$ cat src/hm_pkg.sv
`default_nettype none

package hm_pkg;

  // One TRN dword, as held in a bank
  typedef logic [31:0] dword_t;

  // One 64-bit TRN data beat, upper dword first in TLP order
  typedef logic [63:0] beat_t;

  // Remaining-byte field of a completion header
  typedef logic [11:0] byte_count_t;

  // Dword length field of a TLP header
  typedef logic [9:0] dw_len_t;

  // Received-TLP statistics counter
  typedef logic [31:0] stat_count_t;

  // Receive states, exported on stat_state
  typedef enum logic [1:0] {
    IDLE  = 2'd0,
    RECV  = 2'd1,
    IGN   = 2'd2,
    FLUSH = 2'd3
  } rx_state_t;

  // Memory read completion with data (CplD)
  localparam logic [1:0] cpl_fmt  = 2'b10;
  localparam logic [4:0] cpl_type = 5'b01010;

endpackage

`default_nettype wire

$ cat src/hm_rx_counter.sv
`default_nettype none

module hm_rx_counter
  import hm_pkg::*;
(
  input  logic        trn_clk,
  input  logic        reset,
  input  logic        hdr_load,
  input  logic        tlp_end,
  input  logic        beat_wr,
  input  beat_t       trn_rd,
  output logic        first_data,
  output logic        last_cpl,
  output stat_count_t stat_trn_cpt_rx
);

  byte_count_t byte_cnt;
  dw_len_t     len;
  // Data beats taken in the current completion
  dw_len_t     beat_idx;

  always_ff @(posedge trn_clk) begin
    if (reset) begin
      byte_cnt        <= '0;
      len             <= '0;
      beat_idx        <= '0;
      stat_trn_cpt_rx <= '0;
    end else begin
      if (hdr_load) begin
        // Byte count from header dword 1, length from header dword 0
        byte_cnt <= trn_rd[11:0];
        len      <= trn_rd[41:32];
        beat_idx <= '0;
      end else if (beat_wr && (beat_idx != '1)) begin
        beat_idx <= beat_idx + 1'b1;
      end

      if (tlp_end) begin
        stat_trn_cpt_rx <= stat_trn_cpt_rx + 1'b1;
      end
    end
  end

  // Next data beat still holds header dword 2
  assign first_data = (beat_idx == '0);

  // Remaining bytes all fit in this completion
  // Zero length and zero byte count both mean the 4 KB maximum
  assign last_cpl = (byte_cnt == {len, 2'b00});

endmodule

`default_nettype wire

$ cat config.mk
export PLATFORM = sky130hd
export DESIGN_NAME = hm_rx_counter
export DESIGN_NICKNAME = d
export VERILOG_FILES = /design/src/hm_pkg.sv /design/src/hm_rx_counter.sv
export SDC_FILE = /design/constraint.sdc
export NUM_CORES = 1
export LEC_CHECK = 0
export ABC_AREA = 1
export BUFFER_PORTS_ARGS = -buffer_cell sky130_fd_sc_hd__buf_2
export CAP_MARGIN = 20
export CORE_MARGIN = 2
export CORE_UTILIZATION = 40
export DETAILED_ROUTE_END_ITERATION = 8
export PLACE_DENSITY = 0.71
export REMOVE_ABC_BUFFERS = 1
export SLEW_MARGIN = 40
export SYNTH_ARGS = -nofsm -noshare
export SYNTH_HDL_FRONTEND = slang
export SYNTH_SLANG_ARGS = --single-unit
$ cat constraint.sdc
create_clock -name trn_clk -period 1.27 [get_ports trn_clk]
set_input_delay 0.127 -clock trn_clk [delete_from_list [all_inputs] [get_ports trn_clk]]
set_output_delay 0.127 -clock trn_clk [all_outputs]
set_load 0.1 [all_outputs]
# --- Word-level counts from Yosys, hierarchy flattened ---
# Index checks and enable logic that the tools add are counted.
word_totals:
  reg_bits: 64
  latch_bits: 0
  mem_bits_rw: 0
  romBits: 0
  inputBits: 69
  output_inout_bits: 34
  elab_cells: 11
  n_memories: 0
classes:
  n_addsub: 2
  multipliers: 0
  div_mod_pow: 0
  n_lt_le_gt_ge: 0
  eq_ne: 2
  n_shift: 0
  mux: 0
  bitwise: 0
  reduce_logical: 3
op_table:
  columns: ["operator", "n"]
  rows:
  - ["$add 32x1->32 const B", 1]
  - ["$eq 12x12->1", 1]
  - ["$add 10x1->10 const B", 1]
  - ["$logic_not 10->1", 1]
  - ["$ne 10x10->1 const B", 1]
  - ["$reduce_or 2->1", 1]
  - ["$logic_and 1x1->1", 1]

# --- Logic depth before layout (Yosys ltp) ---
logic_depth:
  word_depth: 2
  depth_mapped: 10
  ltp_nobuf: 10

# --- Least setup slack after synthesis ---
# Ideal clock, no wire load.
synth_timing:
  path_type: "register to output"
  from: "register beat_idx[0]"
  to: "output first_data"
  arrival_time_ps: 3444
  required_ps: 1143
  slack_ps: -2301
  path_stages_with_launch: 5
  path_buffers: 0
  cell_sequence: "dfxtp_1 > inv_1 > ha_1 > nand3_1 > nor4_1"
synth_via:
  elab_chain_len: 1
synth_rtl:
  columns: ["item", "line_no", "rtl"]
  rows:
  - ["start: declaration", "hm_rx_counter.sv:20", "dw_len_t beat_idx;"]
  - ["start signal: assignment", "hm_rx_counter.sv:35", "beat_idx <= beat_idx + 1'b1;"]
  - ["$logic_not 10->1", "hm_rx_counter.sv:45", "assign first_data = (beat_idx == '0);"]
  - ["end: declaration", "hm_rx_counter.sv:12", "output logic first_data,"]
# No other way between the ends.

# --- Final worst setup path ---
layout_timing:
  from: "register byte_cnt[3]"
  to: "output last_cpl"
layout_via:
  elab_chain_len: 1
layout_rtl:
  columns: ["item", "line_no", "rtl"]
  rows:
  - ["start: declaration", "hm_rx_counter.sv:17", "byte_count_t byte_cnt;"]
  - ["start signal: assignment", "hm_rx_counter.sv:31", "byte_cnt <= trn_rd[11:0];"]
  - ["$eq 12x12->1", "hm_rx_counter.sv:49", "assign last_cpl = (byte_cnt == {len, 2'b00});"]
  - ["end: declaration", "hm_rx_counter.sv:13", "output logic last_cpl,"]
# No other way between the ends.

==> flow_metrics.py <==
metrics = {
    "status": {
        "status": "finished with violations",
        "failing_checks": "setup timing",
    },
    "sta": {
        "unrepaired_setup_endpoints_after_global_routing": "yes",
        "fin_worst_hold_slack_ps": 3.13,
        "final-hold-violation-count": 0,
        "achievable-frequency_mhz": 610,
        "timing.final.crit_share": 1.29,
        "setup_violations": 37,
        "tightest_slew_ps": 448,
        "finalWorstPathRequiredPeriod_ps": 1640,
        "fin_worst_skew_ps": 15.9,
        "number_of_pins_with_negative_max_slew_slack_in_the_final_report": 0,
        "slew_headroom": 0.701,
        "worst_slack_setup_final_ps": -371,
    },
    "placement": {
        "dpl.hpwl_um": 6490,
        "pre_cts_ws_ps": -217,
        "buffer_ports.inserted": 60,
        "routabilityCongestion": 0.841,
        "postPlaceCellArea_mm2": 0.00458,
        "placed_cells": 691,
    },
    "logic_synthesis": {
        "synth.yosys.warnings": 0,
        "syn-cell-area_mm2": 0.00322,
        "synth-async-reset-ratio": 0,
        "synth_seq_area_share": 0.398,
        "synth_edf_count": 0,
        "flip_flop_and_latch_count_after_synthesis": 64,
        "synthCells": 472,
        "syn_area_per_cell_um2": 6.83,
        "synth_cell_types": 38,
        "dominantRegCellSynth": "dfxtp_1",
    },
    "cells_and_area": {
        "post_route_cells_drive_above_1_share": 0.494,
        "layout.core_utilization": 0.718,
        "insertedDiodeCount": 0,
        "flow.area_growth_from_synthesis_pct": 73.0,
        "commonest_non_fill_non_tap_cells_in_the_layout": "83 x nor2_1, 69 x buf_4, 66 x nand2_1",
        "fin_cells": 727,
        "final_common_cell": "nor2_1",
        "filler_cell_count": 561,
        "postLayoutCellArea_mm2": 0.00558,
        "num-nets-final": 692,
    },
    "cts": {
        "clock_latency_ps": 350,
        "cts_tree": "built",
        "number_of_sinks_handled_by_clock_tree_synthesis": 64,
        "cts.htree.levels": 3,
        "clock-root-buffer": "clkbuf_8",
        "max-clock-path-buffers": 2,
        "numCtsBuffers": 9,
        "clk_transition_reported_paths_ps": 70,
    },
    "floorplan": {
        "die_h_um": 93.8,
        "floorplan.initialDensity": 0.415,
        "die_area_mm2": 0.00879,
        "num_io_pins": 103,
        "die_w_um": 93.8,
        "std_cell_rows": 32,
        "core_mm2": 0.00777,
    },
    "route": {
        "highest-signal-layer": "met4",
        "detailedRoute.firstIterationViolations": 217,
        "avgRoutedWirePerCell_um": 15.7,
        "drt-pass1-iter-count": 5,
        "postRouteWirelength_um": 11400,
        "drt-met1-wl_um": 4510,
        "route.detailed.drc": 0,
        "met3_wirelength_um": 609,
        "via_count": 3754,
        "route.met2.wl_um": 5890,
        "final_antenna_net_count": 0,
        "post_drt_via_cell_ratio": 5.16,
    },
    "hold_path": {
        "hold_path_end": "byte_cnt[1]$_SDFFE_PP0P_",
        "hold_path.class": "in2reg",
        "hold_path.startpoint": "trn_rd[1]",
        "min_delay_path_depth": 3,
    },
    "global_route": {
        "global_route_wire_length_before_repair_um": 16700,
        "grt_pass1_vias": 3660,
        "grt_util_all_layers": 0.239,
        "gr-total-overflow": 0,
        "maximum_number_of_pins_on_one_net_before_global_route_repair": 41,
        "grt_antenna_before_repair": 0,
    },
    "power_and_ir_drop": {
        "power.ir.vdd_worst_uv": 540,
        "p_int_mw": 3.14,
        "netSwitchingFraction": 0.274,
        "powerDensity_mw_per_mm2": 774,
        "share_comb_of_total_power": 0.123,
        "pwr-share-seq": 0.483,
        "power.clock.fraction": 0.393,
        "power.leakage_nw": 2.46,
        "power.net_switching_mw": 1.18,
    },
    "critical_path": {
        "timing_worst_setup_path_type": "reg2out",
        "kind_of_capture_point_of_the_worst_setup_path": "output port",
        "r2r-end": "beat_idx[4]$_SDFFE_PP0P_",
        "worst-r2r-cell-count": 10,
        "cp.required_ps": 1140,
        "critical_path_arrival_ps": 1510,
        "largest_driver_fanout_on_the_critical_path": 3,
        "r2r_slack_ps": -210,
        "crit_path_start_kind": "register",
        "r2r_start": "beat_idx[1]$_SDFFE_PP0P_",
    },
    "flow_run": {
        "drv.max_cap_violation_count": 0,
    },
}
[synthesized netlist by cell type, types with 2 or more instances]
cell type	n	area (um^2)
nor2_1	101	379
nand2_1	87	327
dfxtp_1	64	1280
inv_1	47	176
o21ai_0	36	180
nand3_1	28	140
a21oi_1	22	110
nor3_1	10	50.1
nor2_2	8	50.1
nor2_4	8	90.1
clkbuf_1	7	26.3
nand2_2	7	43.8
nand4_1	7	43.8
xor2_1	7	61.3
ha_1	3	37.5
and2_1	2	12.5
buf_2	2	10.0
inv_2	2	7.51
nand2_4	2	22.5
nand3b_1	2	15.0
nor4_1	2	12.5
or2_2	2	12.5
[through the flow]
| stage | total power, mW | TNS, ps |
|---|---|---|
| 6_report | 4.32 | -3850 |
| 5_1_grt | 4.48 | -5980 |
| 4_1_cts | 4.26 | -1830 |
| 3_5_place_dp | 2.58 | -2640 |
| 3_3_place_gp | 2.56 | -1180 |
| 2_1_floorplan | 2.36 | -26130 |
[registers in the layout, summed over array words and instances, names as in the netlist]
name             flops
stat_trn_cpt_rx     32
len                 10
byte_cnt            12
beat_idx            10
[timing repair]
item,in CTS,in global routing
buffers inserted,9,13
setup endpoints to repair,42,45
gates resized for setup,101,101
pin swaps,21,40
hold buffers,2,0
endpoints found under the hold margin,2,0
[final cells by class]
class                      instances  area [um^2]  area share
sequential                        64         1340       0.239
clock inverter                     3         15.0     0.00269
clock buffer                      13          169      0.0303
timing repair buffer             149         1530       0.274
multi-input combinational        346         2200       0.394
tap                              102          128      0.0229
inverter                          50          203      0.0363
[metal layers]
layer / up-vias / GRT usage
li1: 1805 / -
met1: 1774 / 0.273
met2: 142 / 0.420
met3: 33 / 0.0522
met4: 0 / 0.117
met5: - / 0
[how the worst max path moves through the flow]
stage | from | end | slack [ps]
4_1_cts | byte_cnt[3]$_SDFFE_PP0P_ | last_cpl | -360
3_5_place_dp | stat_trn_cpt_rx[1]$_SDFFE_PP0P_ | stat_trn_cpt_rx[30]$_SDFFE_PP0P_ | -220
5_1_grt | byte_cnt[3]$_SDFFE_PP0P_ | last_cpl | -470
2_1_floorplan | beat_idx[0]$_SDFFE_PP0P_ | first_data | -2300
6_report | byte_cnt[3]$_SDFFE_PP0P_ | last_cpl | -370
3_3_place_gp | stat_trn_cpt_rx[0]$_SDFFE_PP0P_ | stat_trn_cpt_rx[30]$_SDFFE_PP0P_ | -150
[kinds of logic after synthesis]
kind of cell	synth area share
buffers and inverters	0.0776
XOR/XNOR	0.0217
adder cells (fa/ha/maj)	0.0116
AND/OR/NAND/NOR	0.385
AO/OA/AOI/OAI	0.106
flip-flops	0.398
[power by group through the flow]
stage	Sequential [mW]	Clock [mW]	Combinational [mW]
6_report	2.09	1.70	0.532
5_1_grt	2.09	1.80	0.579
4_1_cts	2.10	1.67	0.488
3_5_place_dp	2.14	0	0.436
3_3_place_gp	2.14	0	0.424
2_1_floorplan	2.18	0	0.184
[critical path: stages, from the launching register on]
cell     delay [ps]
dfxtp_1         310
inv_2            60
nor2_1           40
nor2_1           80
nand3_1         100
nor3_2          160
nand2_1         120
nor2_4          120
buf_12          180
No activity file was read; power rests on OpenSTA's default activity.
