--- src/hm_pkg.sv ---
`default_nettype none

package hm_pkg;

  // One TRN dword, as held in a bank
  typedef logic [31:0] dword_t;

  // One 64-bit TRN data beat, upper dword first in TLP order
  typedef logic [63:0] beat_t;

  // Remaining-byte field of a completion header
  typedef logic [11:0] byte_count_t;

  // Dword length field of a TLP header
  typedef logic [9:0] dw_len_t;

  // Received-TLP statistics counter
  typedef logic [31:0] stat_count_t;

  // Receive states, exported on stat_state
  typedef enum logic [1:0] {
    IDLE  = 2'd0,
    RECV  = 2'd1,
    IGN   = 2'd2,
    FLUSH = 2'd3
  } rx_state_t;

  // Memory read completion with data (CplD)
  localparam logic [1:0] cpl_fmt  = 2'b10;
  localparam logic [4:0] cpl_type = 5'b01010;

endpackage

`default_nettype wire

--- src/hm_rx_fsm.sv ---
`default_nettype none

module hm_rx_fsm
  import hm_pkg::*;
(
  input  logic      trn_clk,
  input  logic      reset,
  input  beat_t     trn_rd,
  input  logic      trn_rsof_n,
  input  logic      trn_reof_n,
  input  logic      trn_rsrc_rdy_n,
  input  logic      last_cpl,
  output logic      hdr_load,
  output logic      tlp_end,
  output logic      beat_wr,
  output logic      beat_last,
  output logic      flush,
  output logic      read_done,
  output rx_state_t stat_state
);

  rx_state_t  state;
  rx_state_t  state_nxt;
  logic       beat_valid;
  logic       is_sof;
  logic       is_eof;
  logic       is_cpl;
  logic [1:0] fmt;
  logic [4:0] tlp_type;

  // Cycles with trn_rsrc_rdy_n high are gaps
  assign beat_valid = !trn_rsrc_rdy_n;
  assign is_sof     = beat_valid && !trn_rsof_n;
  assign is_eof     = beat_valid && !trn_reof_n;

  // Header dword 0 sits in the upper half of the start beat
  assign fmt      = trn_rd[62:61];
  assign tlp_type = trn_rd[60:56];
  assign is_cpl   = (fmt == cpl_fmt) && (tlp_type == cpl_type);

  always_comb begin
    state_nxt = state;
    case (state)
      IDLE: begin
        // A single-beat TLP carries no payload and stays here
        if (is_sof && !is_eof) begin
          if (is_cpl) begin
            state_nxt = RECV;
          end else begin
            state_nxt = IGN;
          end
        end
      end
      RECV: begin
        if (is_eof) begin
          state_nxt = last_cpl ? FLUSH : IDLE;
        end
      end
      IGN: begin
        if (is_eof) begin
          state_nxt = IDLE;
        end
      end
      FLUSH: begin
        state_nxt = IDLE;
      end
      default: begin
        state_nxt = IDLE;
      end
    endcase
  end

  always_ff @(posedge trn_clk) begin
    if (reset) begin
      state     <= IDLE;
      read_done <= 1'b0;
    end else begin
      state     <= state_nxt;
      // Last completion of the read has ended
      read_done <= (state == RECV) && is_eof && last_cpl;
    end
  end

  // Header latch only for completions that carry data beats
  assign hdr_load = (state == IDLE) && is_sof && !is_eof && is_cpl;

  assign tlp_end = is_eof &&
                   ((state == RECV) || (state == IGN) || ((state == IDLE) && is_sof));

  // Every valid beat after the start beat holds payload
  assign beat_wr   = (state == RECV) && beat_valid;
  assign beat_last = beat_wr && !trn_reof_n;

  assign flush      = (state == FLUSH);
  assign stat_state = state;

endmodule

`default_nettype wire

--- config.mk ---
export PLATFORM = sky130hd
export DESIGN_NAME = hm_rx_fsm
export DESIGN_NICKNAME = d
export VERILOG_FILES = /design/src/hm_pkg.sv /design/src/hm_rx_fsm.sv
export SDC_FILE = /design/constraint.sdc
export NUM_CORES = 1
export LEC_CHECK = 0
export CAP_MARGIN = 25
export CORE_AREA = 2 2 39 41
export CTS_BUF_LIST = sky130_fd_sc_hd__clkbuf_4
export CTS_CLUSTER_DIAMETER = 150
export DETAILED_ROUTE_END_ITERATION = 8
export DIE_AREA = 0 0 41 43
export DONT_BUFFER_PORTS = 1
export PLACE_DENSITY_LB_ADDON = 0.2
export SLEW_MARGIN = 20
export SYNTH_ARGS = -nofsm -noshare
export SYNTH_HDL_FRONTEND = slang
export SYNTH_SLANG_ARGS = --single-unit
export TNS_END_PERCENT = 10
--- constraint.sdc ---
create_clock -name trn_clk -period 1.99 [get_ports trn_clk]
set_clock_uncertainty 0.05 [all_clocks]
set_input_delay 0.4975 -clock trn_clk [delete_from_list [all_inputs] [get_ports trn_clk]]
set_output_delay 0.4975 -clock trn_clk [all_outputs]
set_load 0.01 [all_outputs]
# After elaboration in Yosys (flattened, before gate mapping)
# Cells that the tools add are included.
# word_totals
input_bits	70
ff_bits	3
output_inout_bits	8
word_cells	36
# classes
muxes	6
n_reduce_logical	20
eq_ne	8
# op_table
op	count
logical AND 1 bit	12
2-to-1 mux 2 bit	5
one-hot mux 2 bit (4 select lines)	1
== test 2 bit (second input constant)	3
!= test 2 bit (second input constant)	3
== test 5 x 4 -> 1 bit (second input constant)	1
logical NOT 1 bit	4
AND reduction 3 bit	1
== test 2 x 1 -> 1 bit (second input constant)	1
logical NOT 2 bit	1
logical OR 1 bit	2

# Depth between registers and ports, before layout
# Gate-level depths: netlist of run 1.
# logic_depth
ltp_word	6
ltp_mapped	6

# Least setup slack after synthesis of run 1
# Ideal clock, no wire load.
# synth_timing
path_type	input to output
from	input trn_rd[60]
to	output hdr_load
path_slack_ns	0.301
n_path_buf	0
required_ns	1.442
cell_stages	3
arrival_ns	1.142
path_cell_list	nor4bb_1 nand3_1 nor2_1
# synth_via
elab_chain_len	3
# synth_lines
item	line	text
start, declared	hm_rx_fsm.sv:8	input beat_t trn_rd,
== test 5 x 4 -> 1 bit	hm_rx_fsm.sv:39	assign is_cpl = (fmt == cpl_fmt) && (tlp_type == cpl_type);
logical AND 1 bit	hm_rx_fsm.sv:39	
logical AND 1 bit	hm_rx_fsm.sv:85	assign hdr_load = (state == IDLE) && is_sof && !is_eof && is_cpl;
end, declared	hm_rx_fsm.sv:13	output logic hdr_load,
# No other way between the ends.

# Worst setup path after layout of run 1
# layout_timing
from	register state[0] (netlist: stat_state[0])
to	output tlp_end
# layout_via
elab_chain_len	4
elab_cells_between_ends	7
classes_between	eq/ne (2); reduce/logical (5)
# layout_lines
item	line	text
start, declared	hm_rx_fsm.sv:22	rx_state_t state;
start signal, assigned	hm_rx_fsm.sv:78	state <= state_nxt;
== test 2 x 1 -> 1 bit, or another cell as far along	hm_rx_fsm.sv:88	((state == RECV) || (state == IGN) || ((state == IDLE) && is_sof));
logical OR 1 bit / logical AND 1 bit (equally long branches)	hm_rx_fsm.sv:88	
logical OR 1 bit *	hm_rx_fsm.sv:88	
logical AND 1 bit *	hm_rx_fsm.sv:87	assign tlp_end = is_eof &&
end, declared	hm_rx_fsm.sv:14	output logic tlp_end,
# Mark *: on every way between the ends. The rest lies on a longest branch, timed or not.

==> impl_metrics.yaml, run 1 <==
status:
  status: "finished, final reports clean"
finish:
  multi_input_area_um2: 194
  fillers: 161
  fin_area_um2: 334
  final_nets: 115
  register_area_um2: 60.1
  final_common_cell: "ha_1"
  antenna_cells: 0
  final_cell_mix: "ha_1, inv_1, a21oi_1, clkbuf_4"
  drive_gt1_share_pct: 20.5
  final_core_util_pct: 24.1
  area_growth_pct: 24.2
route:
  drc: 0
  ant_nets: 0
  routed_wl_um: 671
  vias: 266
  via_per_inst: 4.84
  firstDrtPassIters: 4
  wire_per_inst_um: 12.2
  dr.first_iter.drc_count: 8
synthesis:
  synth_nets: 108
  synth_compound_area_share_pct: 21.9
  synthDistinctLibCells: 18
  syn_area_um2: 269
  synth-simple-area-share_pct: 27.0
  syn_inst: 33
  yosys_warnings: 0
  syn_area_per_cell_um2: 8.15
  yosysSeqAreaShare_pct: 22.3
  synthAdderAreaFrac_pct: 23.3
  synth_top_family_by_area: "simple AND/OR/NAND/NOR gates"
  synth-xor-area-share_pct: 0
  synth_seq_cells: 3
  synth_mux_area_share_pct: 0
sta:
  fin_ws_ns: 0.155
  setup_viol: 0
  fmax_mhz: 545
  period_minus_slack_ns: 1.84
  fin_crit_sh_pct: 92.2
  rsz0062_at_grt: "false"
  slew_headroom_pct: 74.5
  worst_pin_slew_ns: 0.382
  tns_ns: 0
  hold_viol: 0
  finalMaxSlewViolations: 0
floorplan:
  fp-row-count: 14
  die_h_um: 43
  ioPinCount: 78
  start_util_pct: 19.4
  core-area_um2: 1380
  fp.dieW_um: 41
  dieArea_um2: 1760
placed_design:
  gp_congestion: 0.723
  dpl_cell_area_um2: 304
  dp.final_hpwl_um: 590
  port_buffers: 0
  dp_slack_ns: 0.190
clock_tree:
  clk_latency_ns: 0.23
  cts_root_buffer: "clkbuf_4"
  cts_tree: "yes"
  htreeDepth: 1
  post_cts_buffers: 0
  cts_sinks: 3
  clkTransAtPathRegs_ns: 0.04
  cts_resized: 0
  cts_made_buffers: 3
  cts-hold-fix-buffers: 0
  cts_buffer_depth: 2
pwr:
  p_per_area_nw_per_um2: 1100
  peakVddDrop_mv: 0.290
  leakage_nw: 0.137
  power_mw: 0.369
global_routing:
  use_met2_pct: 11.3
  overflow: 0
  track_usage_pct: 8.13
  grt_max_degree: 8
  busiest_layer: "met2"
  use_met1_pct: 9.65
  antenna_found_initial: 0
  use_met3_pct: 4.71
  grt_pass1_wl_um: 966
  grt_pass1_vias: 232
critical_path:
  timing.rr.end: "stat_state[1]"
  r2r_start: "stat_state[0]"
  cp.arrival_ns: 1.29
  r2r_cells: 6
  critical_path_class: "register to output port"
  cp_max_fo: 3
  reg2reg_slack_ns: 0.45
  endpoint_kind: "output port"
  cp_data_required_time_ns: 1.44
  start_kind: "register"
run:
  drv_cap: 0
worst_hold_path:
  min_to: "read_done"
  min_delay_path_depth: 1
  hold_class: "primary input to register"
  min_from: "reset"
==> metal layers <==
metal,up-vias,part of all wire [%]
met3,0,12
met1,122,41
li1,131,-
met2,13,47
met5,-,0
met4,0,0
==> synth_stat cells <==
library cell | instances | area share, %
a21oi_1 | 4 | 7.4
a21oi_2 | 1 | 3.3
a41oi_1 | 1 | 3.3
dfxtp_1 | 3 | 22
ha_1 | 5 | 23
inv_1 | 4 | 5.6
nand2_1 | 1 | 1.4
nand3_1 | 1 | 1.9
nand4b_1 | 1 | 3.3
nor2_1 | 3 | 4.2
nor2b_1 | 1 | 2.3
nor3_1 | 1 | 1.9
nor3b_1 | 1 | 2.8
nor4_1 | 1 | 2.3
nor4bb_1 | 1 | 3.7
o21ai_0 | 2 | 3.7
o32a_2 | 1 | 4.2
or3b_1 | 1 | 3.3
==> cells by family after synthesis <==
logic type      count (synthesis)
simple gates                   12
buf+inv                         4
flops                           3
compound gates                  9
fa+ha+maj                       5
==> through the flow <==
stage,std cells,hold slack (ns)
after floorplan,33,0.524
after global placement,51,0.542
final,55,0.303
after global routing,55,0.290
after detailed placement,51,0.546
after CTS,55,0.306
==> critical path, stage by stage (launching register included) <==
cell     delay [ns]
dfxtp_1        0.36
inv_1          0.09
ha_1           0.28
a21oi_1        0.04
nor3_1         0.30
==> how the worst max path moves through the flow <==
| stage | slack [ns] | start | endpoint |
|---|---|---|---|
| after floorplan | 0.30 | trn_rd[60] | hdr_load |
| after global placement | 0.24 | trn_rd[60] | hdr_load |
| after detailed placement | 0.19 | trn_rd[60] | hdr_load |
| after CTS | 0.13 | stat_state[0] | tlp_end |
| after global routing | 0.06 | stat_state[0] | tlp_end |
| final | 0.15 | stat_state[0] | tlp_end |
==> where the power goes <==
group          switching (mW)  internal [mW]
registers             0.00961         0.0739
logic                  0.0958         0.0725
clock network          0.0284         0.0885
==> state kept, by name (all words and copies together) (netlist names) <==
register,flops
read_done,1
stat_state,2
==> cell type report <==
class                           count  area share, %
Multi-Input combinational cell     26           58.1
Timing Repair Buffer                2           4.49
Sequential cell                     3           18.0
Tap cell                           16           5.99
Inverter                            4           4.49
Clock buffer                        4           8.99
No activity file was read; power rests on OpenSTA's default activity.
==> run 2: changes to the inputs <==
--- a/config.mk
+++ b/config.mk
@@ -12,7 +12,7 @@
 export DETAILED_ROUTE_END_ITERATION = 8
 export DIE_AREA = 0 0 41 43
 export DONT_BUFFER_PORTS = 1
-export PLACE_DENSITY_LB_ADDON = 0.2
+export PLACE_DENSITY = 0.41
 export SLEW_MARGIN = 20
 export SYNTH_ARGS = -nofsm -noshare
 export SYNTH_HDL_FRONTEND = slang
==> impl_metrics.yaml, run 2 (same netlist as run 1, synthesis figures left out) <==
clock_tree:
  cts_made_buffers: 3
  cts_resized: 1
  cts_root_buffer: "clkbuf_4"
  cts_tree: "yes"
  cts_sinks: 3
  clkTransAtPathRegs_ns: 0.04
  post_cts_buffers: 0
  htreeDepth: 1
  clk_latency_ns: 0.23
  cts_buffer_depth: 2
  cts-hold-fix-buffers: 0
sta:
  fmax_mhz: 533
  hold_viol: 0
  fin_crit_sh_pct: 94.2
  period_minus_slack_ns: 1.87
  finalMaxSlewViolations: 0
  slew_headroom_pct: 74.5
  tns_ns: 0
  setup_viol: 0
  worst_pin_slew_ns: 0.377
  rsz0062_at_grt: "false"
finish:
  area_growth_pct: 23.3
  final_common_cell: "ha_1"
  antenna_cells: 0
  final_cell_mix: "ha_1, inv_1, a21oi_1, clkbuf_4"
  largest_register_ffs: 2
  fillers: 148
  final_nets: 114
  final_cell_count_no_fill: 54
  drive_gt1_share_pct: 21.1
route:
  drc: 0
  ant_nets: 0
  wire_per_inst_um: 11.4
  firstDrtPassIters: 4
  vias: 264
  via_per_inst: 4.89
  dr.first_iter.drc_count: 4
  routed_wl_um: 617
critical_path:
  critical_path_class: "register to output port"
  critPathLaunch: "stat_state[1]"
  cp.arrival_ns: 1.33
  cp_max_fo: 5
  start_kind: "register"
  endpoint_kind: "output port"
  r2r_start: "stat_state[1]"
  cp_data_required_time_ns: 1.44
pwr:
  leakage_nw: 0.133
  p_per_area_nw_per_um2: 1090
  peakVddDrop_mv: 0.254
global_routing:
  track_usage_pct: 7.92
  grt_max_degree: 8
  overflow: 0
  antenna_found_initial: 0
  grt_pass1_wl_um: 931
  grt_pass1_vias: 246
floorplan:
  die_h_um: 43
  fp.dieW_um: 41
  core-area_um2: 1380
  dieArea_um2: 1760
  fp-row-count: 14
  start_util_pct: 19.4
  ioPinCount: 78
placed_design:
  port_buffers: 0
  gp_congestion: 0.722
  dp.final_hpwl_um: 526
  dp.cells: 50
run:
  drv_cap: 0
status:
  status: "finished, final reports clean"
worst_hold_path:
  min_from: "reset"
  hold_class: "primary input to register"
==> run 2: final timing paths <==
kind                   endpoint  slack, ns  cells after the start
setup / recovery        tlp_end       0.12                      4
setup reg to reg  stat_state[0]       0.34                      6
hold reg to reg   stat_state[1]       0.59                      2
hold / removal        read_done       0.30                      1
==> run 2: through the flow <==
stage | total power, mW | area (um^2) | utilization [%] | setup WS [ns] | hold slack (ns)
floorplan | 0.210 | 269 | - | 0.301 | 0.524
global placement | 0.237 | 297 | 21.4 | 0.183 | 0.535
detailed placement | 0.244 | 297 | 21.4 | 0.146 | 0.536
CTS | 0.370 | 332 | 24.0 | 0.0897 | 0.293
global route | 0.398 | 332 | 24.0 | 0.00332 | 0.294
finish | 0.363 | 332 | 24.0 | 0.116 | 0.299
==> run 2: report_power, final <==
group / internal [mW] / switching (mW)
Sequential: 0.0739 / 0.0187
Combinational: 0.0656 / 0.0863
Clock: 0.0886 / 0.0298
==> run 2: final cells by class <==
| type | count | area, um^2 | area share [%] |
|---|---|---|---|
| multi-input cells | 26 | 199 | 60.0 |
| flip-flops and latches | 3 | 60.1 | 18.1 |
| clock buffers | 4 | 30.0 | 9.06 |
| inverters | 4 | 15.0 | 4.53 |
| well taps | 16 | 20.0 | 6.04 |
| repair buffers | 1 | 7.51 | 2.26 |
==> run 2: routing by layer <==
layer | track usage, % | share of wire, %
met2 | 10.9 | 43
met1 | 9.90 | 45
met4 | 6.00 | 0
met3 | 2.09 | 12
met5 | 0 | 0
==> run 2: worst max-delay path, cell delays in order, from the launching register on <==
cell	delay (ns)
dfxtp_1	0.44
inv_1	0.13
ha_1	0.29
a21oi_1	0.04
nor3_2	0.19
