$ cat src/hm_pkg.sv
`default_nettype none

package hm_pkg;

  // One TRN dword, as held in a bank
  typedef logic [31:0] dword_t;

  // One 64-bit TRN data beat, upper dword first in TLP order
  typedef logic [63:0] beat_t;

  // Remaining-byte field of a completion header
  typedef logic [11:0] byte_count_t;

  // Dword length field of a TLP header
  typedef logic [9:0] dw_len_t;

  // Received-TLP statistics counter
  typedef logic [31:0] stat_count_t;

  // Receive states, exported on stat_state
  typedef enum logic [1:0] {
    IDLE  = 2'd0,
    RECV  = 2'd1,
    IGN   = 2'd2,
    FLUSH = 2'd3
  } rx_state_t;

  // Memory read completion with data (CplD)
  localparam logic [1:0] cpl_fmt  = 2'b10;
  localparam logic [4:0] cpl_type = 5'b01010;

endpackage

`default_nettype wire

$ cat src/hm_bank_writer.sv
`default_nettype none

module hm_bank_writer
  import hm_pkg::*;
#(
  parameter int unsigned bank_addr_w = 10
) (
  input  logic                   trn_clk,
  input  logic                   reset,
  input  logic                   beat_wr,
  input  logic                   beat_last,
  input  logic                   first_data,
  input  logic                   flush,
  input  logic                   trn_rrem_n,
  input  beat_t                  trn_rd,
  output logic                   mem_l_we,
  output logic                   mem_h_we,
  output logic [bank_addr_w-1:0] mem_l_addr,
  output logic [bank_addr_w-1:0] mem_h_addr,
  output dword_t                 mem_l_data,
  output dword_t                 mem_h_data
);

  // TRN delivers dwords big-endian, banks hold them little-endian
  function automatic dword_t byte_rev(input dword_t d);
    return {d[7:0], d[15:8], d[23:16], d[31:24]};
  endfunction

  logic [bank_addr_w-1:0] offset_l;
  logic [bank_addr_w-1:0] offset_h;
  logic                   odd;
  logic                   up_v;
  logic                   lo_v;
  logic                   two_dw;
  dword_t                 first_dw;
  dword_t                 second_dw;
  logic                   wr_l;
  logic                   wr_h;
  dword_t                 data_l;
  dword_t                 data_h;

  // Offsets differ by one after an odd number of payload dwords
  assign odd = offset_l[0] ^ offset_h[0];

  // Upper dword is header dword 2 on the first data beat
  assign up_v   = !first_data;
  // Lower dword is absent on a short end beat
  assign lo_v   = !(beat_last && trn_rrem_n);
  assign two_dw = up_v && lo_v;

  assign first_dw  = up_v ? byte_rev(trn_rd[63:32]) : byte_rev(trn_rd[31:0]);
  assign second_dw = byte_rev(trn_rd[31:0]);

  always_comb begin
    wr_l   = 1'b0;
    wr_h   = 1'b0;
    data_l = second_dw;
    data_h = second_dw;
    if (beat_wr && (up_v || lo_v)) begin
      if (!odd) begin
        wr_l   = 1'b1;
        data_l = first_dw;
        wr_h   = two_dw;
      end else begin
        wr_h   = 1'b1;
        data_h = first_dw;
        wr_l   = two_dw;
      end
    end
  end

  always_ff @(posedge trn_clk) begin
    if (reset) begin
      mem_l_we <= 1'b0;
      mem_h_we <= 1'b0;
      offset_l <= '0;
      offset_h <= '0;
    end else begin
      mem_l_we <= wr_l;
      mem_h_we <= wr_h;
      // Offsets run on across completions until the read ends
      if (flush) begin
        offset_l <= '0;
        offset_h <= '0;
      end else begin
        if (wr_l) offset_l <= offset_l + 1'b1;
        if (wr_h) offset_h <= offset_h + 1'b1;
      end
    end
  end

  always_ff @(posedge trn_clk) begin
    if (wr_l) begin
      mem_l_addr <= offset_l;
      mem_l_data <= data_l;
    end
    if (wr_h) begin
      mem_h_addr <= offset_h;
      mem_h_data <= data_h;
    end
  end

endmodule

`default_nettype wire

$ cat config.mk
export PLATFORM = sky130hd
export DESIGN_NAME = hm_bank_writer
export DESIGN_NICKNAME = d
export VERILOG_FILES = /design/src/hm_pkg.sv /design/src/hm_bank_writer.sv
export SDC_FILE = /design/constraint.sdc
export NUM_CORES = 1
export LEC_CHECK = 0
export BUFFER_PORTS_ARGS = -buffer_cell sky130_fd_sc_hd__buf_2
export CORE_ASPECT_RATIO = 0.6
export CORE_MARGIN = 8
export CORE_UTILIZATION = 45
export CTS_BUF_LIST = sky130_fd_sc_hd__clkbuf_16
export DETAILED_ROUTE_END_ITERATION = 12
export PLACE_DENSITY_LB_ADDON = 0.15
export SLEW_MARGIN = 20
export SYNTH_ARGS = -nofsm -noshare
export SYNTH_HDL_FRONTEND = slang
export SYNTH_SLANG_ARGS = --single-unit
$ cat constraint.sdc
create_clock -name trn_clk -period 3.9 [get_ports trn_clk]
set_clock_uncertainty 0.05 [all_clocks]
set_input_delay 0.78 -clock trn_clk [delete_from_list [all_inputs] [get_ports trn_clk]]
set_output_delay 0.78 -clock trn_clk [all_outputs]
set_load 0.02 [all_outputs]
## Word-level counts from Yosys, hierarchy flattened

Index checks and enable logic that the tools add are counted.

- Add/subtract/negate cells: 2
- Reduce and logical (&&, ||, !) cells: 7
- Bitwise operators: 1
- Mux-type cells: 9

Operators by type and width:

| operator | count |
|---|---|
| $mux W32 | 5 |
| $add A10 B1 Y10 const B | 2 |
| $mux W1 | 4 |
| $logic_and A1 B1 Y1 | 3 |
| $logic_not A1 Y1 | 2 |
| $reduce_or A2 Y1 | 1 |
| $logic_or A1 B1 Y1 | 1 |
| $xor A1 B1 Y1 | 1 |

- Register bits: 106
- Word-level logic and storage cells: 27

## Logic depth before layout (Yosys ltp)

Gate-level depths: netlist of the first run.

- Depth after elaboration: 5
- Gate-level depth with buffers: 6
- Mapped depth without buffers: 4

## Worst setup path before layout of the first run

OpenSTA, ideal clock, no wires.

- Kind: input to register
- From: input beat_last
- To: register mem_h_addr[0], enable pin
- Data required time: 3.406 ns
- Library setup time: 0.444 ns
- Path slack: 0.232 ns
- Arrival time: 3.174 ns
- Stages on the path: 5
- Path through: a21oi_1 a21oi_1 buf_6 buf_2 nor2_1

- Longest elaborated chain between the ends: 5
- Elaborated cells on any way between the ends: 7

RTL lines:

| what | line | text |
|---|---|---|
| start, declared | hm_bank_writer.sv:11 | `input logic beat_last,` |
| $logic_and A1 B1 Y1 * | hm_bank_writer.sv:48 | `assign lo_v = !(beat_last && trn_rrem_n);` |
| $logic_not A1 Y1 * | hm_bank_writer.sv:48 |  |
| $logic_and A1 B1 Y1 / $logic_or A1 B1 Y1 (equally long branches) | hm_bank_writer.sv:49, hm_bank_writer.sv:59 |  |
| $mux W1 / $logic_and A1 B1 Y1 (equally long branches) | hm_bank_writer.sv:60, hm_bank_writer.sv:59 |  |
| $mux W1 * | hm_bank_writer.sv:59 | `if (beat_wr && (up_v \|\| lo_v)) begin` |
| named net wr_h | hm_bank_writer.sv:38 | `logic wr_h;` |
| end signal, assigned | hm_bank_writer.sv:98 | `mem_h_addr <= offset_h;` |
| end, declared | hm_bank_writer.sv:19 | `output logic [bank_addr_w-1:0] mem_h_addr,` |

Mark *: on every way through the listed nets, which the timed path passes. The rest lies on a longest branch.
A chain may end at the register's enable or synchronous reset.

## Worst setup path in the final report of the first run

- From: input beat_wr
- To: register mem_l_data[2], data pin

- Longest elaborated chain between the ends: 2

RTL lines:

| what | line | text |
|---|---|---|
| start, declared | hm_bank_writer.sv:10 | `input logic beat_wr,` |
| $logic_and A1 B1 Y1 | hm_bank_writer.sv:59 |  |
| $mux W32 | hm_bank_writer.sv:59 |  |
| named net data_l[2] | hm_bank_writer.sv:39 | `dword_t data_l;` |
| end signal, assigned | hm_bank_writer.sv:95 | `mem_l_data <= data_l;` |
| end, declared | hm_bank_writer.sv:20 | `output dword_t mem_l_data,` |

The timed path passes the listed nets, and every way through them passes these cells.

==> results.cfg, run 1 <==
[clock_network]
cts_num_sinks = 106
path_clk_slew_ns = 0.07
htree_levels = 3
cts_buffers = 9
ctsResizeCount = 0
clk_path_buf_depth = 2
cts_setup_buffers = 0
cts-root-buf = clkbuf_16
ctsHoldBuffers = 0
clk_latency_ns = 0.34
cts_tree = built

[grt]
grt_pass1_vias = 3070
grt_antenna_before_repair = 3
grt_pass1_wl_um = 16600
global_route.usage.total_pct = 16.4
grt_remaining_overflow = 0
grt_max_degree = 33

[timing]
min_period_ns = 2.51
whs_ns = 0.410
hold_viol = 0
tns_ns = 0
fin_crit_sh_pct = 64.3
drv_slew = 0
grt_setup_unrepaired = no
tightest_slew_ns = 0.805
setup_viol = 0
timing.fmax_mhz = 399
relSlewSlack_pct = 46.3

[routing]
drtIter0Drc = 153
via_per_inst = 5.07
drc = 0
dr.pass1.iters = 4
ant_nets = 0
wl_per_cell_um = 18.4
num_vias = 2943
wirelength_um = 10700

[logic_synthesis]
synth_warnings = 0
ys_seq_area_share_pct = 68.3
syn_inst = 283
synth-seq-cells = 106
yosysUniqueCellTypes = 28
synth_area_um2 = 4340
synth_nets = 356
syn_area_per_cell_um2 = 15.3

[cells_and_area]
syn2layout_area_growth_pct = 29.8
drive_gt1_share_pct = 54.3
final_common_cell = buf_2
fin_nets = 517
final_cell_mix = 156 x buf_2, 84 x edfxtp_1, 64 x mux2_2, 22 x dfxtp_1, 16 x a21oi_1
stdcell_count = 580
utilization_pct = 60.8
fin_area_um2 = 5630

[power_and_ir_drop]
p_leak_nw = 2.20
vdd_ir_drop_max_mv = 0.324
power_density_nw_per_um2 = 469

[die]
num_rows = 27
die_area_um2 = 13100
initial_utilization_pct = 46.9
io_pins = 157
die_w_um = 143
die_height_um = 92.0
core_area_um2 = 9260

[critical_path]
crit_fanout = 16
ff2ff_path_depth = 4
r2r_start = offset_l[0]$_SDFFE_PP0P_
cpPeakStageDelay_ns = 0.54
crit_slowest_cell = nand2_1
cp-start-kind = input port
cp.required_ns = 3.94
crit_chain = buf_2 -> inv_1 -> nor2_1 -> nand2_1 -> buf_4 -> mux2_2
end_kind = flip-flop
reg2reg_setup_slack_ns = 1.59
worstSetupPathType = in2reg
cp_data_arrival_time_ns = 2.54
r2r_end = mem_l_addr[5]$_DFFE_PP_

[hold_path]
hold_class = reg2reg
whs_path_depth = 0
holdCritStartpoint = offset_h[9]$_SDFFE_PP0P_
min_to = mem_h_addr[9]$_DFFE_PP_

[run_status]
status = finished clean

[place]
placed_area_um2 = 5290
placedCellCount = 563
portBuffers = 156
globalplace.congestion = 0.778
place_hpwl_um = 8070

[job]
maxCapViolCount = 0
==> metrics by stage <==
step / total power [mW] / worst slack (ns)
3_5_place_dp: 1.67 / 0.986
6_report: 2.64 / 1.39
3_3_place_gp: 1.66 / 1.06
5_1_grt: 2.74 / 1.25
4_1_cts: 2.67 / 1.35
2_1_floorplan: 1.53 / 0.232
==> synth_stat cells <==
library cell / instances / area [um^2]
edfxtp_1: 84 / 2520
mux2_2: 64 / 721
dfxtp_1: 22 / 440
a21oi_1: 16 / 80.1
nand2_1: 14 / 52.6
o21ai_0: 12 / 60.1
or3_1: 10 / 62.6
nand3_1: 9 / 45.0
buf_2: 8 / 40.0
or4_1: 6 / 45.0
nor2_1: 5 / 18.8
and4_1: 4 / 35.0
o31ai_1: 4 / 30.0
clkbuf_1: 3 / 11.3
and2_1: 2 / 12.5
ha_1: 2 / 25.0
mux2i_1: 2 / 20.0
nand4_1: 2 / 12.5
nor3_1: 2 / 10.0
nor4_1: 2 / 12.5
o21a_1: 2 / 15.0
o31a_1: 2 / 17.5
a21oi_2: 1 / 8.76
buf_6: 1 / 11.3
inv_1: 1 / 3.75
or2_2: 1 / 6.26
xnor2_1: 1 / 8.76
xor2_1: 1 / 8.76
==> cells by family (layout without fill, tap and decap cells) <==
kind of cell / after synthesis / after routing / share of synthesized area, %
buffers and inverters: 13 / 179 / 1.53
flip-flops: 106 / 106 / 68.3
AO/OA/AOI/OAI: 37 / 37 / 4.88
AND/OR/NAND/NOR: 57 / 57 / 7.21
multiplexers: 66 / 66 / 17.1
XOR/XNOR: 2 / 2 / 0.404
other: 0 / 1 / 0
adder cells (fa/ha/maj): 2 / 2 / 0.577
==> where the power goes <==
part	leakage (nW)	total [mW]	internal, mW	switching (mW)
clock network	0.164	1.00	0.622	0.379
registers	0.979	1.32	1.30	0.0195
logic	1.06	0.322	0.123	0.198
total	2.20	2.64	2.04	0.597
==> state kept, by name, summed over array words and instances, names as in the netlist <==
signal      count
mem_h_data     32
mem_l_data     32
mem_h_addr     10
mem_l_addr     10
offset_h       10
offset_l       10
mem_h_we        1
mem_l_we        1
==> worst max-delay path, delay by kind of cell <==
kind / cells / cell delay [ns]
buffers and inverters: 3 / 0.76
and+or+nand+nor: 2 / 0.64
muxes: 1 / 0.36
==> routing by layer <==
metal | up-vias | part of all wire, % | track usage (%)
met3 | 8 | 10 | 8.12
met2 | 96 | 48 | 26.7
li1 | 1428 | - | -
met1 | 1407 | 41 | 19.1
met5 | - | 0.17 | 0
met4 | 4 | 0.68 | 4.22
==> how the worst max path moves through the flow <==
| stage | from | endpoint | slack (ns) | cells after the start |
|---|---|---|---|---|
| final | beat_wr | mem_l_data[2]$_DFFE_PP_ | 1.39 | 6 |
| after detailed placement | beat_wr | mem_l_data[2]$_DFFE_PP_ | 0.99 | 6 |
| after floorplan | beat_last | mem_h_addr[0]$_DFFE_PP_ | 0.23 | 5 |
| after global placement | beat_wr | mem_l_data[18]$_DFFE_PP_ | 1.06 | 6 |
| after global routing | beat_wr | mem_l_data[4]$_DFFE_PP_ | 1.25 | 6 |
| after CTS | beat_wr | mem_l_data[1]$_DFFE_PP_ | 1.35 | 6 |
==> layout make-up <==
type / instances / area, um^2
fillers: 760 / 3630
clock buffers: 9 / 225
flip-flops and latches: 106 / 2960
well taps: 130 / 163
clock inverters: 7 / 110
repair buffers: 162 / 838
multi-input cells: 164 / 1320
inverters: 1 / 3.75
diodes: 1 / 2.50
No activity file was read; power rests on OpenSTA's default activity.
==> run 2, diff against run 1 <==
==> constraint.sdc (replaced) <==
create_clock -name trn_clk -period 2.2 [get_ports trn_clk]
set_clock_uncertainty 0.05 [all_clocks]
set_input_delay 0.44 -clock trn_clk [delete_from_list [all_inputs] [get_ports trn_clk]]
set_output_delay 0.44 -clock trn_clk [all_outputs]
set_load 0.02 [all_outputs]
==> run 2 against run 1 <==
Setup slack lost 1.1 ns; clock power is 80% higher; cell area grew 1.0%; largest cell class unchanged; routed wire length rose by 1.3%; first-iteration DRC count up 4.6%; flip-flop and latch count unchanged; total power up 79%; highest routed layer is now met4; largest power group unchanged; global-route usage up 0.10 points; non-clock buffer count rose by 4; critical path depth decreased by 1; sequential power rose by 77%.
==> results.cfg, run 2 (synthesis gave the netlist of run 1 again) <==
[run_status]
status = finished clean

[clock_network]
cts_num_sinks = 106
cts-root-buf = clkbuf_16
cts_setup_buffers = 0
cts_buffers = 9
path_clk_slew_ns = 0.07
ctsResizeCount = 0
cts_tree = built
htree_levels = 3
clk_latency_ns = 0.34
ctsHoldBuffers = 0
clk_path_buf_depth = 2

[die]
io_pins = 157
die_w_um = 143
num_rows = 27
initial_utilization_pct = 46.9
die_height_um = 92.0
die_area_um2 = 13100
core_area_um2 = 9260

[critical_path]
r2r_end = offset_l[0]$_SDFFE_PP0P_
cp_data_arrival_time_ns = 2.13
crit_chain = xnor2_1 -> a21oi_2 -> nor2_4 -> buf_12 -> o21ai_0
reg2reg_setup_slack_ns = 0.28
r2r_start = offset_h[0]$_SDFFE_PP0P_
worstSetupPathType = reg2reg
crit_slowest_cell = a21oi_2
crit_path_start = offset_h[0]$_SDFFE_PP0P_
end_kind = flip-flop
ff2ff_path_depth = 5
cp-start-kind = flip-flop
cp-endpoint = offset_l[0]$_SDFFE_PP0P_
cpPeakStageDelay_ns = 0.66
cp.required_ns = 2.41
crit_fanout = 44

[routing]
ant_nets = 0
via_per_inst = 5.09
dr.pass1.iters = 4
num_vias = 2967
drtIter0Drc = 160
wirelength_um = 10800
wl_per_cell_um = 18.5
drc = 0

[grt]
grt_pass1_wl_um = 16900
grt_remaining_overflow = 0
grt_pass1_vias = 3177
grt_max_degree = 45
global_route.usage.total_pct = 16.5
grt_antenna_before_repair = 0

[timing]
hold_viol = 0
tns_ns = 0
grt_setup_unrepaired = no
relSlewSlack_pct = 47.1
whs_ns = 0.267
min_period_ns = 1.92
fin_crit_sh_pct = 87.2
timing.fmax_mhz = 521
setup_viol = 0
tightest_slew_ns = 0.794
drv_slew = 0

[cells_and_area]
diodes = 0
drive_gt1_share_pct = 55.0
final_cell_mix = 156 x buf_2, 84 x edfxtp_1, 64 x mux2_2, 22 x dfxtp_1, 16 x a21oi_1
syn2layout_area_growth_pct = 31.1
fin_nets = 521
final_common_cell = buf_2
top_regs = mem_h_data x32, mem_l_data x32

[hold_path]
hold_class = in2reg
holdCritStartpoint = reset

[power_and_ir_drop]
vdd_ir_drop_max_mv = 0.488
power_density_nw_per_um2 = 830
p_leak_nw = 2.23

[place]
portBuffers = 156
globalplace.congestion = 0.744
place_hpwl_um = 7990

[job]
maxCapViolCount = 0
-- run 2: cell count changes in the layout (fill, tap and decap cells not counted), sizes merged --
| cell | delta |
|---|---|
| buf | +4 |
| clkinv | +1 |
| diode | -1 |
| clkinvlp | -1 |
-- run 2: critical path: cells and delay by family (launching register included) --
family / cells / cell delay [ns]
AOI/OAI and AO/OA: 2 / 0.86
DFF: 1 / 0.47
buffers and inverters: 1 / 0.22
xor gates and xnor gates: 1 / 0.16
and+or+nand+nor: 1 / 0.06
-- run 2: where the power goes --
part	switching, mW	internal, mW	total (mW)
Sequential	0.0315	2.30	2.33
Clock	0.690	1.11	1.80
Combinational	0.359	0.229	0.588
Total	1.08	3.64	4.72
-- run 2: metal layers --
metal,up-vias,track usage [%],wire length (um)
met3,7,8.02,1270
met2,128,24.8,4670
li1,1437,-,-
met5,-,0,0
met1,1395,21.0,4770
met4,0,4.22,76
-- run 2: worst min-delay path by stage --
stage                              endpoint  slack (ns)  cells past startpoint
CTS                     mem_h_we$_SDFF_PP0_        0.25                      2
global placement    mem_h_addr[9]$_DFFE_PP_        0.39                      0
global route            mem_h_we$_SDFF_PP0_        0.26                      2
finish                  mem_h_we$_SDFF_PP0_        0.27                      2
detailed placement  mem_l_addr[9]$_DFFE_PP_        0.40                      0
floorplan           mem_h_addr[9]$_DFFE_PP_        0.37                      0
-- run 2: final cells by class --
type	instances	area [um^2]
timing repair buffer	166	893
clock buffer	9	225
inverter	1	3.75
sequential	106	2960
multi-input combinational	164	1320
fill	793	3570
clock inverter	7	116
tap	130	163
-- run 2: through the flow --
step | utilization [%] | total power, mW | cells | instance area, um^2 | setup WS, ns
floorplan | - | 2.72 | 283 | 4350 | 0.0859
global placement | 57.7 | 2.96 | 567 | 5350 | 0.360
detailed placement | 57.7 | 2.97 | 567 | 5350 | 0.299
CTS | 61.4 | 4.77 | 583 | 5690 | 0.279
global route | 61.4 | 4.90 | 583 | 5690 | 0.113
finish | 61.4 | 4.72 | 583 | 5690 | 0.281
==> run 3, diff against run 2 <==
--- a/config.mk
+++ b/config.mk
@@ -6,8 +6,7 @@
 export NUM_CORES = 1
 export LEC_CHECK = 0
 export BUFFER_PORTS_ARGS = -buffer_cell sky130_fd_sc_hd__buf_2
-export CORE_ASPECT_RATIO = 0.6
-export CORE_MARGIN = 8
+export CORE_ASPECT_RATIO = 1.75
 export CORE_UTILIZATION = 45
 export CTS_BUF_LIST = sky130_fd_sc_hd__clkbuf_16
 export DETAILED_ROUTE_END_ITERATION = 12
==> run 3 against run 2 <==
Setup slack gained 0.071 ns; cell count decreased by 1.7%; combinational power shrank 1%; routed wire length shrank 16%; cell area grew 0.15%; first-iteration DRC count shrank 31%; die area fell by 24%; highest routed layer unchanged; clock power barely moved; largest power group unchanged; sequential power is essentially flat.
==> results.cfg, run 3 (synthesis gave the netlist of run 1 again) <==
[die]
core_area_um2 = 9410
initial_utilization_pct = 46.1
die_area_um2 = 10000
io_pins = 157
num_rows = 47
die_w_um = 76.2
die_height_um = 132

[cells_and_area]
nFillCells = 770
diodes = 0
utilization_pct = 60.5
drive_gt1_share_pct = 54.5
final_common_cell = buf_2
fin_nets = 519
top_regs = mem_h_data x32, mem_l_data x32
final_cell_mix = 156 x buf_2, 84 x edfxtp_1, 64 x mux2_2, 22 x dfxtp_1, 16 x a21oi_1
stdcell_count = 573
syn2layout_area_growth_pct = 31.3

[power_and_ir_drop]
p_leak_nw = 2.24
power_density_nw_per_um2 = 827
power_mw = 4.71
vdd_ir_drop_max_mv = 0.484

[timing]
tightest_slew_ns = 0.781
tns_ns = 0
setup_viol = 0
whs_ns = 0.257
relSlewSlack_pct = 47.9
drv_slew = 0
min_period_ns = 1.85
timing.fmax_mhz = 541
hold_viol = 0
fin_crit_sh_pct = 84.0
grt_setup_unrepaired = no

[grt]
grt_max_degree = 45
grt_pass1_vias = 3007
grt_remaining_overflow = 0
grt_pass1_wl_um = 14400
grt_antenna_before_repair = 0
global_route.usage.total_pct = 19.0

[place]
globalplace.congestion = 0.773
portBuffers = 156
placedCellCount = 557
place_hpwl_um = 6390

[routing]
drc = 0
wl_per_cell_um = 15.9
dr.pass1.iters = 4
wirelength_um = 9090
drtIter0Drc = 110
num_vias = 2951
via_per_inst = 5.15
ant_nets = 0

[clock_network]
ctsResizeCount = 0
cts_setup_buffers = 0
cts_buffers = 9
path_clk_slew_ns = 0.06
clk_latency_ns = 0.34
cts_tree = built
ctsHoldBuffers = 0
htree_levels = 3
cts-root-buf = clkbuf_16
cts_num_sinks = 106
clk_path_buf_depth = 2

[critical_path]
r2r_start = offset_h[0]$_SDFFE_PP0P_
r2r_end = mem_l_data[16]$_DFFE_PP_
end_kind = flip-flop
critPathBufInv = 1
crit_fanout = 44
reg2reg_setup_slack_ns = 0.35
ff2ff_path_depth = 4
cp.required_ns = 2.22
cp_data_arrival_time_ns = 1.87
crit_slowest_cell = a21oi_2
crit_path_start = offset_h[0]$_SDFFE_PP0P_
critPathTopFamily = compound AO/OA/AOI/OAI gates
cpPeakStageDelay_ns = 0.65
crit_chain = xnor2_1 -> a21oi_2 -> nor2_4 -> buf_12
cp-start-kind = flip-flop
worstSetupPathType = reg2reg

[hold_path]
hold_class = in2reg
min_to = mem_h_we$_SDFF_PP0_
holdCritStartpoint = reset
whs_path_depth = 2

[run_status]
status = finished clean

[job]
maxCapViolCount = 0
run 3: cell count changes in the layout (fill, tap and decap cells not counted), moves of 2 or more:
cell,before,now
buf_4,7,3
inv_1,1,3
buf_12,3,5
clkbuf_16,9,11
run 3: layer usage:
metal	GRT usage, %	wire (um)	vias up
li1	-	-	1430
met1	19.9	3260	1397
met2	33.4	4930	103
met3	4.78	552	21
met4	12.2	360	0
met5	0	0	-
run 3: through the flow:
stage / area, um^2 / setup WS [ns]
floorplan: 4350 / 0.0859
global placement: 5350 / 0.360
detailed placement: 5350 / 0.330
CTS: 5700 / 0.353
global route: 5700 / 0.216
finish: 5700 / 0.353
run 3: cell type report:
class	count	area, um^2	share of cell area (%)
sequential	106	2960	52.0
clock inverter	5	75.1	1.32
multi-input combinational	164	1320	23.2
clock buffer	11	275	4.83
tap	122	153	2.68
timing repair buffer	164	903	15.9
inverter	1	3.75	0.0659
run 3: worst max path at each step:
stage	to	depth (start not counted)
after floorplan	mem_h_addr[0]$_DFFE_PP_	5
after global placement	offset_h[8]$_SDFFE_PP0P_	6
after detailed placement	mem_l_data[30]$_DFFE_PP_	5
after CTS	mem_l_data[1]$_DFFE_PP_	4
after global routing	mem_l_data[16]$_DFFE_PP_	4
final	mem_l_data[16]$_DFFE_PP_	4
run 3: where the power goes:
group          leakage, nW  internal, mW  switching, mW
clock network        0.175          1.13          0.674
logic                 1.09         0.234          0.348
registers            0.979          2.30         0.0270
